<file path="src/source/acq_pkg.sv">
package acq_pkg;

	//////////////////////////////////////////////////////////////////////
	// Data types
	//////////////////////////////////////////////////////////////////////

	// One ADC channel, two's complement
	typedef logic signed [13:0] adc_sample_t;

	// Preamplifier gain code, one per channel
	typedef logic [3:0] gain_code_t;

	// Complete conversion result, channel a in the upper half
	typedef struct packed {
		adc_sample_t a;
		adc_sample_t b;
	} adc_pair_t;

	// Sequencer states
	typedef enum logic [2:0] {
		restart,
		amp_sending,
		cnt_start,
		cnt_wait,
		adc_convert,
		adc_converting
	} acq_state_t;

	//////////////////////////////////////////////////////////////////////
	// SPI framing
	//////////////////////////////////////////////////////////////////////

	// SCK cycles in one ADC frame
	localparam int ADC_FRAME_BITS = 34;

	// First SCK index of each channel, 14 bits MSB first
	localparam int ADC_A_FIRST = 2;
	localparam int ADC_B_FIRST = 18;

	// LED values
	localparam logic [7:0] LED_RESET_PATTERN = 8'haa;
	localparam logic [6:0] LED_IDLE_BASE = 7'h55;

endpackage

</file>
<file path="src/source/acq_ctrl.sv">
`timescale 1ns/10ps

module acq_ctrl #(
	parameter int SAMPLE_PERIOD = 5_000_000
) (
	input  logic               CLK50MHZ,
	input  logic               RST,
	// Preamplifier worker
	output logic               amp_trig,
	input  logic               amp_done,
	input  logic [7:0]         amp_readback,
	// ADC worker
	output logic               adc_trig,
	input  logic               adc_done,
	input  acq_pkg::adc_pair_t adc_data,
	// Board controls
	input  logic [3:0]         sw,
	output logic [7:0]         led
);

	import acq_pkg::*;

	acq_state_t state;
	logic       cnt_en;
	logic       cnt_trig;
	logic       tick_toggle;

	// Sample period timer
	sample_timer #(
		.SAMPLE_PERIOD(SAMPLE_PERIOD)
	) u_sample_timer (
		.CLK50MHZ(CLK50MHZ),
		.RST(RST),
		.cnt_en(cnt_en),
		.cnt_trig(cnt_trig)
	);

	//////////////////////////////////////////////////////////////////////
	// Sequencer
	//////////////////////////////////////////////////////////////////////

	always_ff @(posedge CLK50MHZ) begin
		if (RST) begin
			state <= restart;
		end else begin
			case (state)
				restart:        state <= amp_sending;
				amp_sending:    if (amp_done) state <= cnt_start;
				cnt_start:      state <= cnt_wait;
				cnt_wait:       if (cnt_trig) state <= adc_convert;
				adc_convert:    state <= adc_converting;
				adc_converting: if (adc_done) state <= cnt_start;
				default:        state <= restart;
			endcase
		end
	end

	// Gain write only once, in restart
	assign amp_trig = (state == restart);

	// Convert request one cycle after the tick
	always_ff @(posedge CLK50MHZ) begin
		if (RST)
			adc_trig <= 1'b0;
		else
			adc_trig <= (state == cnt_wait) && cnt_trig;
	end

	// Timer runs from cnt_start up to its tick
	always_ff @(posedge CLK50MHZ) begin
		if (RST)
			cnt_en <= 1'b0;
		else if (state == cnt_start)
			cnt_en <= 1'b1;
		else if (state == cnt_wait && cnt_trig)
			cnt_en <= 1'b0;
	end

	// Heartbeat bit for the idle pattern
	always_ff @(posedge CLK50MHZ) begin
		if (RST)
			tick_toggle <= 1'b0;
		else if (cnt_trig)
			tick_toggle <= ~tick_toggle;
	end

	//////////////////////////////////////////////////////////////////////
	// LED display
	//////////////////////////////////////////////////////////////////////

	// Loaded only with a fresh conversion
	always_ff @(posedge CLK50MHZ) begin
		if (RST) begin
			led <= LED_RESET_PATTERN;
		end else if (adc_done) begin
			case (sw)
				4'h1:    led <= adc_data.a[7:0];
				4'h2:    led <= {2'b00, adc_data.a[13:8]};
				4'h4:    led <= adc_data.b[7:0];
				4'h8:    led <= {2'b00, adc_data.b[13:8]};
				4'h3:    led <= amp_readback;
				default: led <= {LED_IDLE_BASE, tick_toggle};
			endcase
		end
	end

endmodule

</file>
<file path="src/source/acq_top.sv">
`timescale 1ns/10ps

module acq_top #(
	parameter int                  SAMPLE_PERIOD = 5_000_000,
	parameter int                  SPI_DIV       = 4,
	parameter acq_pkg::gain_code_t AMP_GAIN_A    = 4'd9,
	parameter acq_pkg::gain_code_t AMP_GAIN_B    = 4'd9
) (
	input  logic       CLK50MHZ,
	input  logic       RST,
	input  logic [3:0] sw,
	output logic [7:0] led,
	// Shared SPI bus
	output logic       spi_sck,
	output logic       spi_mosi,
	// Preamplifier
	output logic       amp_cs_n,
	input  logic       amp_miso,
	// ADC
	output logic       ad_conv,
	input  logic       adc_miso
);

	import acq_pkg::*;

	logic       amp_trig;
	logic       amp_done;
	logic [7:0] amp_readback;
	logic       amp_sck;
	logic       amp_mosi;
	logic       adc_trig;
	logic       adc_done;
	adc_pair_t  adc_data;
	logic       adc_sck;

	acq_ctrl #(
		.SAMPLE_PERIOD(SAMPLE_PERIOD)
	) u_acq_ctrl (
		.CLK50MHZ(CLK50MHZ), .RST(RST),
		.amp_trig(amp_trig), .amp_done(amp_done), .amp_readback(amp_readback),
		.adc_trig(adc_trig), .adc_done(adc_done), .adc_data(adc_data),
		.sw(sw), .led(led)
	);

	preamp_spi #(
		.SPI_DIV(SPI_DIV), .AMP_GAIN_A(AMP_GAIN_A), .AMP_GAIN_B(AMP_GAIN_B)
	) u_preamp_spi (
		.CLK50MHZ(CLK50MHZ), .RST(RST),
		.amp_trig(amp_trig), .amp_done(amp_done), .amp_readback(amp_readback),
		.amp_cs_n(amp_cs_n), .sck(amp_sck), .mosi(amp_mosi), .amp_miso(amp_miso)
	);

	adc_spi #(
		.SPI_DIV(SPI_DIV)
	) u_adc_spi (
		.CLK50MHZ(CLK50MHZ), .RST(RST),
		.adc_trig(adc_trig), .adc_done(adc_done), .adc_data(adc_data),
		.ad_conv(ad_conv), .sck(adc_sck), .adc_miso(adc_miso)
	);

	// Idle engine holds SCK low, so OR is safe
	assign spi_sck = amp_sck | adc_sck;

	// MOSI belongs to the preamp only while selected
	assign spi_mosi = amp_cs_n ? 1'b0 : amp_mosi;

endmodule

</file>
<file path="src/source/adc_spi.sv">
`timescale 1ns/10ps

module adc_spi #(
	parameter int SPI_DIV = 4
) (
	input  logic               CLK50MHZ,
	input  logic               RST,
	input  logic               adc_trig,
	output logic               adc_done,
	output acq_pkg::adc_pair_t adc_data,
	output logic               ad_conv,
	output logic               sck,
	input  logic               adc_miso
);

	import acq_pkg::*;

	localparam int CH_BITS = $bits(adc_sample_t);

	// SCK index within the frame
	localparam int BIT_W = $clog2(ADC_FRAME_BITS);
	typedef logic [BIT_W-1:0] bit_idx_t;

	localparam bit_idx_t LAST_BIT = BIT_W'(ADC_FRAME_BITS - 1);
	localparam bit_idx_t A_FIRST  = BIT_W'(ADC_A_FIRST);
	localparam bit_idx_t A_LAST   = BIT_W'(ADC_A_FIRST + CH_BITS - 1);
	localparam bit_idx_t B_FIRST  = BIT_W'(ADC_B_FIRST);
	localparam bit_idx_t B_LAST   = BIT_W'(ADC_B_FIRST + CH_BITS - 1);

	// SCK half period divider
	localparam int DIV_W = $clog2(SPI_DIV + 1);
	localparam logic [DIV_W-1:0] DIV_LAST = DIV_W'(SPI_DIV - 1);

	typedef enum logic [1:0] {
		conv_idle,
		conv_pulse,
		conv_shift
	} conv_state_t;

	conv_state_t      state;
	logic [DIV_W-1:0] div_cnt;
	logic             half_tick;
	bit_idx_t         bit_cnt;
	logic             sck_rise;
	logic             in_a;
	logic             in_b;

	assign half_tick = (div_cnt == DIV_LAST);
	assign sck_rise  = (state == conv_shift) && half_tick && !sck;

	// Which channel owns the current bit
	assign in_a = (bit_cnt >= A_FIRST) && (bit_cnt <= A_LAST);
	assign in_b = (bit_cnt >= B_FIRST) && (bit_cnt <= B_LAST);

	always_ff @(posedge CLK50MHZ) begin
		if (RST || state != conv_shift || half_tick)
			div_cnt <= '0;
		else
			div_cnt <= div_cnt + 1'b1;
	end

	//////////////////////////////////////////////////////////////////////
	// Convert pulse and frame
	//////////////////////////////////////////////////////////////////////

	always_ff @(posedge CLK50MHZ) begin
		if (RST) begin
			state    <= conv_idle;
			ad_conv  <= 1'b0;
			adc_done <= 1'b0;
			sck      <= 1'b0;
			bit_cnt  <= '0;
		end else begin
			adc_done <= 1'b0;
			case (state)
				conv_idle: begin
					if (adc_trig) begin
						ad_conv <= 1'b1;
						state   <= conv_pulse;
					end
				end
				conv_pulse: begin
					// Convert strobe is a single cycle
					ad_conv <= 1'b0;
					bit_cnt <= '0;
					state   <= conv_shift;
				end
				conv_shift: begin
					if (half_tick) begin
						sck <= ~sck;
						// ADC shifts on the fall, index advances here
						if (sck) begin
							bit_cnt <= bit_cnt + 1'b1;
							if (bit_cnt == LAST_BIT) begin
								adc_done <= 1'b1;
								state    <= conv_idle;
							end
						end
					end
				end
				default: state <= conv_idle;
			endcase
		end
	end

	// Bit k captured on the rise of SCK cycle k
	// Framing bits fall outside both windows
	always_ff @(posedge CLK50MHZ) begin
		if (sck_rise && in_a)
			adc_data.a <= {adc_data.a[CH_BITS-2:0], adc_miso};
		if (sck_rise && in_b)
			adc_data.b <= {adc_data.b[CH_BITS-2:0], adc_miso};
	end

endmodule

</file>
<file path="src/source/preamp_spi.sv">
`timescale 1ns/10ps

module preamp_spi #(
	parameter int                  SPI_DIV    = 4,
	parameter acq_pkg::gain_code_t AMP_GAIN_A = 4'd9,
	parameter acq_pkg::gain_code_t AMP_GAIN_B = 4'd9
) (
	input  logic       CLK50MHZ,
	input  logic       RST,
	input  logic       amp_trig,
	output logic       amp_done,
	output logic [7:0] amp_readback,
	output logic       amp_cs_n,
	output logic       sck,
	output logic       mosi,
	input  logic       amp_miso
);

	// Gain word is B then A, one byte
	localparam int FRAME_BITS = 8;
	localparam int BIT_W = $clog2(FRAME_BITS);
	localparam logic [BIT_W-1:0] LAST_BIT = BIT_W'(FRAME_BITS - 1);

	// SCK half period divider
	localparam int DIV_W = $clog2(SPI_DIV + 1);
	localparam logic [DIV_W-1:0] DIV_LAST = DIV_W'(SPI_DIV - 1);

	typedef enum logic [1:0] {
		amp_idle,
		amp_shift,
		amp_trail
	} amp_state_t;

	amp_state_t       state;
	logic [DIV_W-1:0] div_cnt;
	logic             half_tick;
	logic [BIT_W-1:0] bit_cnt;
	logic [7:0]       tx_sr;
	logic [7:0]       rx_sr;

	assign half_tick = (div_cnt == DIV_LAST);

	// Divider only runs inside a frame
	always_ff @(posedge CLK50MHZ) begin
		if (RST || state == amp_idle || half_tick)
			div_cnt <= '0;
		else
			div_cnt <= div_cnt + 1'b1;
	end

	//////////////////////////////////////////////////////////////////////
	// Frame sequencing
	//////////////////////////////////////////////////////////////////////

	always_ff @(posedge CLK50MHZ) begin
		if (RST) begin
			state    <= amp_idle;
			amp_cs_n <= 1'b1;
			amp_done <= 1'b0;
			sck      <= 1'b0;
			bit_cnt  <= '0;
			tx_sr    <= '0;
		end else begin
			amp_done <= 1'b0;
			case (state)
				amp_idle: begin
					// Chip select falls, first bit goes out at once
					if (amp_trig) begin
						amp_cs_n <= 1'b0;
						tx_sr    <= {AMP_GAIN_B, AMP_GAIN_A};
						bit_cnt  <= '0;
						state    <= amp_shift;
					end
				end
				amp_shift: begin
					if (half_tick) begin
						sck <= ~sck;
						// Falling edge, next bit out
						if (sck) begin
							tx_sr   <= {tx_sr[6:0], 1'b0};
							bit_cnt <= bit_cnt + 1'b1;
							if (bit_cnt == LAST_BIT)
								state <= amp_trail;
						end
					end
				end
				amp_trail: begin
					// Half period of hold before deselect
					if (half_tick) begin
						amp_cs_n <= 1'b1;
						amp_done <= 1'b1;
						state    <= amp_idle;
					end
				end
				default: state <= amp_idle;
			endcase
		end
	end

	// Readback sampled on SCK rise, stable until next frame
	always_ff @(posedge CLK50MHZ) begin
		if (state == amp_shift && half_tick && !sck)
			rx_sr <= {rx_sr[6:0], amp_miso};
	end

	// Shift register empties to zero after the last fall
	assign mosi = tx_sr[7];
	assign amp_readback = rx_sr;

endmodule

</file>
<file path="src/source/sample_timer.sv">
`timescale 1ns/10ps

module sample_timer #(
	parameter int SAMPLE_PERIOD = 5_000_000
) (
	input  logic CLK50MHZ,
	input  logic RST,
	input  logic cnt_en,
	output logic cnt_trig
);

	// Counter wide enough for the full period
	localparam int CNT_W = $clog2(SAMPLE_PERIOD + 1);

	// Terminal count, one less than the period
	localparam logic [CNT_W-1:0] CNT_LAST = CNT_W'(SAMPLE_PERIOD - 1);

	logic [CNT_W-1:0] cnt;

	// Counts from the cycle after enable rises
	// Tick lands exactly SAMPLE_PERIOD cycles later
	always_ff @(posedge CLK50MHZ) begin
		if (RST || !cnt_en) begin
			// Held at zero while disabled
			cnt      <= '0;
			cnt_trig <= 1'b0;
		end else if (cnt == CNT_LAST) begin
			// Period reached, reload and pulse
			cnt      <= '0;
			cnt_trig <= 1'b1;
		end else begin
			cnt      <= cnt + 1'b1;
			cnt_trig <= 1'b0;
		end
	end

endmodule
</file>
<file path="config.mk">
export PLATFORM = sky130hd
export DESIGN_NAME = acq_top
export DESIGN_NICKNAME = d
export VERILOG_FILES = /design/src/source/acq_pkg.sv /design/src/source/acq_ctrl.sv /design/src/source/acq_top.sv /design/src/source/adc_spi.sv /design/src/source/preamp_spi.sv /design/src/source/sample_timer.sv
export SDC_FILE = /design/constraint.sdc
export NUM_CORES = 1
export LEC_CHECK = 0
export BUFFER_PORTS_ARGS = -buffer_cell sky130_fd_sc_hd__buf_2
export CAP_MARGIN = 20
export CORE_MARGIN = 2
export CORE_UTILIZATION = 60
export CTS_CLUSTER_DIAMETER = 40
export DETAILED_ROUTE_END_ITERATION = 8
export GPL_ROUTABILITY_DRIVEN = 1
export MAX_ROUTING_LAYER = met4
export PLACE_DENSITY_LB_ADDON = 0.12
export SLEW_MARGIN = 5
export SYNTH_ARGS = -nofsm -noshare
export SYNTH_HDL_FRONTEND = slang
export SYNTH_HIERARCHICAL = 1
export SYNTH_SLANG_ARGS = --single-unit
</file>
<file path="constraint.sdc">
create_clock -name CLK50MHZ -period 2.9 [get_ports CLK50MHZ]
set_input_delay 0.29 -clock CLK50MHZ [delete_from_list [all_inputs] [get_ports CLK50MHZ]]
set_output_delay 0.29 -clock CLK50MHZ [all_outputs]
set_load 0.01 [all_outputs]
</file>
* Word-level counts from Yosys, hierarchy flattened *
Index checks and enable logic that the tools add are counted.

storage, ports and cells
  bits in registers = 107
  bits of input ports = 8
  output and inout bits = 12
  word-level logic and storage cells = 146

cells by class
  add/subtract/negate cells = 5
  magnitude comparators = 4
  equality and inequality tests = 32
  multiplexer cells = 38
  bitwise logic cells = 7
  reduce and logical (&&, ||, !) cells = 37

operators by type and width
  cell                     count
  $pmux W8 S5              1
  $mux W8                  3
  $add A23 B1 Y23 const B  1
  $eq A23 B23 Y1 const B   1
  $mux W2                  9
  $mux W3                  6
  $pmux W3 S6              1
  $ne A2 B1 Y1 const B     8
  $pmux W8 S2              1
  $eq A3 B2 Y1 const B     4
  $mux W6                  2
  $pmux W2 S3              2
  $pmux W6 S2              1
  $ne A2 B2 Y1 const B     5
  $reduce_bool A2 Y1       5
  $add A3 B1 Y3 const B    3
  $eq A3 B3 Y1 const B     3
  $logic_and A1 B1 Y1      9
  $mux W1                  9
  $reduce_and A3 Y1        3
  $eq A4 B2 Y1 const B     2
  $reduce_and A4 Y1        2
  $add A6 B1 Y6 const B    1
  $eq A6 B6 Y1 const B     1
  other kinds (22)         40

* Longest topological paths before layout *
  word-level depth = 5
  depth in mapped cells = 6
  gate-level depth less buffers = 5

* Modules after synthesis *
Netlist, hierarchy kept.

by module, submodules not included
  module        instances  cells an instance  area an instance (um^2)  sequential area each (um^2)
  adc_spi       1          100                1512.7                   1121.1
  sample_timer  1          125                1127.3                   480.5
  preamp_spi    1          87                 1013.5                   620.6
  acq_ctrl      1          115                964.7                    280.3
  acq_top       1          2                  12.5                     0.0

* Worst setup path before layout *
OpenSTA, ideal clock, no wires.

  kind = reg2reg
  start = register u_adc_spi.div_cnt[0]
  end = register u_adc_spi/adc_data[14] (netlist name)
  setup time = 0.403 ns
  arrival time = 2.154 ns
  required time = 2.497 ns
  slack = 0.343 ns
  cell stages (with the launch flop) = 6
  clock period less this slack = 2.557 ns
  cell sequence = dfxtp_1 ha_1 ha_1 nand3b_1 or3_1 nor3_1

between the ends
  cells in the longest elaborated chain, start to end = 4

RTL lines
  what                               line            text
  from (decl)                        adc_spi.sv:41   logic [DIV_W-1:0] div_cnt;
  from (signal assigned)             adc_spi.sv:59   div_cnt <= div_cnt + 1'b1;
  $eq A3 B2 Y1                       adc_spi.sv:48   assign half_tick = (div_cnt == DIV_LAST);
  $logic_and A1 B1 Y1 (2 in series)  adc_spi.sv:49   assign sck_rise = (state == conv_shift) && half_tick && !sck;
  $logic_and A1 B1 Y1                adc_spi.sv:109  if (sck_rise && in_a)

No other way between the ends.
A chain may end at the register's enable or synchronous reset.

* Worst setup path in the final report *
  start = register u_acq_ctrl.u_sample_timer.cnt[0]
  end = register u_acq_ctrl.u_sample_timer.cnt[13]

between the ends
  cells in the longest elaborated chain, start to end = 2
  elaborated cells between the ends (all ways) = 3
  classes of those cells = add/sub (1); eq/ne (1); reduce/logical (1)

RTL lines
  what                                                     line                text
  from (decl)                                              sample_timer.sv:18  logic [CNT_W-1:0] cnt;
  from (signal assigned)                                   sample_timer.sv:32  cnt <= cnt + 1'b1;
  branches (longest 2 deep; another with $add A23 B1 Y23)  -

Several ways; the timed one is not identified.

==> results by group <==
Timing
  – RSZ-0062 raised after global routing: false
  – Post-route minimum period: 1.983 ns
  – Max Freq: 504.4 MHz
  – Fin Clk Skew: 0.004480 ns
  – Final worst slack: 0.9173 ns
  – Final Max Tran Viols: 0
  – Slew HR: 58.34%
  – Setup-failing EPs final: 0
  – Slew @ Worst Pin: 0.6226 ns
  – Hold Violations, Final: 0
  – Tcrit/Tclk final: 68.37%
  – Final TNS setup: 0 ns

Clock tree
  – Root buffer cell: clkbuf_8
  – Clock latency on the worst-skew pair: 0.36 ns
  – CTS buffer count: 9
  – Post-CTS sizing: 0
  – CTS tree: done
  – Clock Tree Buf Depth: 2
  – Sink Count: 107
  – Max H-tree Level: 3
  – Reg clk slew, reported paths: 0.09 ns
  – Hold-fix buffers, CTS: 0
  – Setup Buffers After CTS: 0

Die
  – Core area: 7607 µm²
  – Io pins: 20
  – Die H: 91.85 µm
  – Die area: 8436 µm²
  – # rows: 32
  – Die X: 91.85 µm
  – Starting density of the core: 60.87%

Setup path
  – Worst path cell trace: ha_1 > nand3_1 > buf_4 > nor4_1 > a31o_2 > nor2_1
  – Worst Setup Start Kind: flop
  – Reg-to-reg setup timing slack: 0.92 ns
  – CP Class: reg2reg
  – Required time of the critical path: 3.14 ns
  – Slowest-stage cell, CP: a31o_2
  – Crit path DAT: 2.22 ns
  – Worst stage delay on the critical path: 0.52 ns
  – Crit Path Max Fanout: 22
  – CP endpoint kind: flop

Global routing
  – Initial antenna violation count: 0
  – First-pass GRT wire length: 14420 µm
  – Largest net degree at the start of global routing: 23
  – GRT overflow: 0
  – Overall routing resource usage: 21.98%
  – Vias in the first global route: 2973

Placement
  – PortBufs: 19
  – Placer Congestion: 0.8571
  – Hpwl dp: 5984 µm
  – Pre-CTS setup slack: 0.9211 ns

Logic synthesis
  – Fraction of synthesis flops using an asynchronous set or reset pin: 0%
  – Synthesized cell area: 4631 µm²
  – Post-Syn Area per Cell: 10.79 µm²
  – Post-synth top flop: dfxtp_1
  – Syn_nets: 448
  – Yosys reg bits: 107
  – Number of library cell types mapped by synthesis: 70
  – Ys Warns: 6
  – Seq/Total Area, Yosys: 54.04%
  – Area leader, netlist: dfxtp_1
  – Top-area cell type share of the netlist area: 30.69%
  – Gate Count Post-Synth: 429
  – Post-synth EDFFs: 36
  – Most area-consuming cells after synthesis: dfxtp_1 (31%), edfxtp_1 (23%), nor2_1 (3.6%)

Min path
  – Hold Crit Class: in2reg

Routing
  – Drt initial violations: 171
  – Per-cell routed wire length: 15.64 µm
  – Via count: 3217
  – DRC Markers: 0
  – DR pass1 iterations: 4
  – Via density: 5.838
  – Final wirelength: 8620 µm
  – Antenna Nets Post-Route: 0

Layout
  – Area Overhead vs Synth: 6.647%
  – Most frequent cells in the layout: dfxtp_1 (71), nor2_1 (44), edfxtp_1 (36), nand2_1 (22), a21oi_1 (22)
  – Fillers: 641
  – Fin nets: 463
  – Layout cells sized above 1: 12.25%
  – Util after Layout: 64.92%
  – Most common cell after layout, fill and taps aside: dfxtp_1
  – ANT cells: 0

Power
  – Pwr dens: 502.1 nW/µm²
  – Leakage dissipation: 1.654 nW
  – Total power: 2.479 mW
  – VDD IR max: 381.5 µV

Run status
  – Status: completed

Job
  – Max-Cap Viols: 0
## Yosys cell counts, drive strengths merged, types with 2 or more instances
cell and instances:
dfxtp 71, nor2 45, edfxtp 36, a21oi 22
nand2 22, nor3 16, nand3 14, o21ai 14
a22o 13, buf 13, inv 13, ha 11
nand2b 9, xor2 9, or3 8, xnor2 8
nor2b 7, o31ai 7, or4 7, clkbuf 6
nand4 6, nor4 6, nor4b 6, a211oi 4
and4 4, mux2 4, nand3b 4, nor3b 4
a222oi 3, a31oi 3, a41oi 3, and3 3
nand4b 3, o32a 3, or2 3, a221oi 2
mux2i 2
## report_power, final
part           internal [mW]  leakage, nW  switching [mW]
logic                 0.0353        0.658          0.0552
registers               1.55        0.898         0.00841
clock network          0.338       0.0987           0.496
## final cells by class
cell class | count | area, µm² | share of cell area [%]
multi-input combinational | 290 | 1958 | 39.65
sequential | 107 | 2502 | 50.67
clock inverter | 6 | 38.79 | 0.7854
timing repair buffer | 23 | 125.1 | 2.534
tap | 102 | 127.6 | 2.584
clock buffer | 10 | 137.6 | 2.787
inverter | 13 | 48.80 | 0.9881
## flip-flops by register name (all words and copies together), names as in the netlist, 2 cells and up
name,cells
u_acq_ctrl/u_sample_timer/cnt,23
u_preamp_spi/amp_readback,8
u_preamp_spi/bit_cnt,3
u_preamp_spi/tx_sr,8
u_acq_ctrl/state,3
u_preamp_spi/state,2
u_adc_spi/bit_cnt,6
u_acq_ctrl/led,8
u_adc_spi/state,2
u_preamp_spi/div_cnt,3
u_adc_spi/div_cnt,3
u_adc_spi/adc_data,28
## kinds of logic after synthesis
family / synth area share, %
buffers and inverters: 3.783
muxes: 1.405
xor gates and xnor gates: 3.216
DFF: 54.04
and+or+nand+nor: 22.18
AOI/OAI and AO/OA: 12.40
adders and majority gates: 2.972
## metrics by stage
stage	instances	instance area, µm²	hold WS (ns)
after floorplan	429	4631	0.3889
after global placement	535	4762	0.4080
final	551	4938	0.1144
after detailed placement	535	4762	0.4206
after CTS	551	4938	0.1036
after global routing	551	4938	0.09565
## layer usage
layer,global-route usage (%),share of wire (%),vias to the layer above
li1,-,-,1620
met1,30.41,48,1515
met2,33.46,46,77
met3,5.259,4.4,5
met4,4.726,0.68,0
met5,-,0,-
## worst paths after layout
check | start | end | depth (start not counted)
worst max-delay path | u_acq_ctrl/u_sample_timer/cnt[0]$_SDFF_PP0_ | u_acq_ctrl/u_sample_timer/cnt[13]$_SDFF_PP0_ | 6
worst min-delay path | amp_miso | u_preamp_spi/amp_readback[0]$_DFFE_PP_ | 1
worst min register to register | u_preamp_spi/div_cnt[0]$_SDFF_PP0_ | u_preamp_spi/div_cnt[0]$_SDFF_PP0_ | 1
worst max register to register | u_acq_ctrl/u_sample_timer/cnt[0]$_SDFF_PP0_ | u_acq_ctrl/u_sample_timer/cnt[13]$_SDFF_PP0_ | 6
## critical path, delay by kind of cell (launching register included)
family,cells,cell delay [ns]
adder cells (fa/ha/maj),1,0.20
flip-flops,1,0.41
AO/OA/AOI/OAI,1,0.52
AND/OR/NAND/NOR,3,0.54
buffers and inverters,1,0.19
Note: power is estimated with default switching activity, not from simulation.
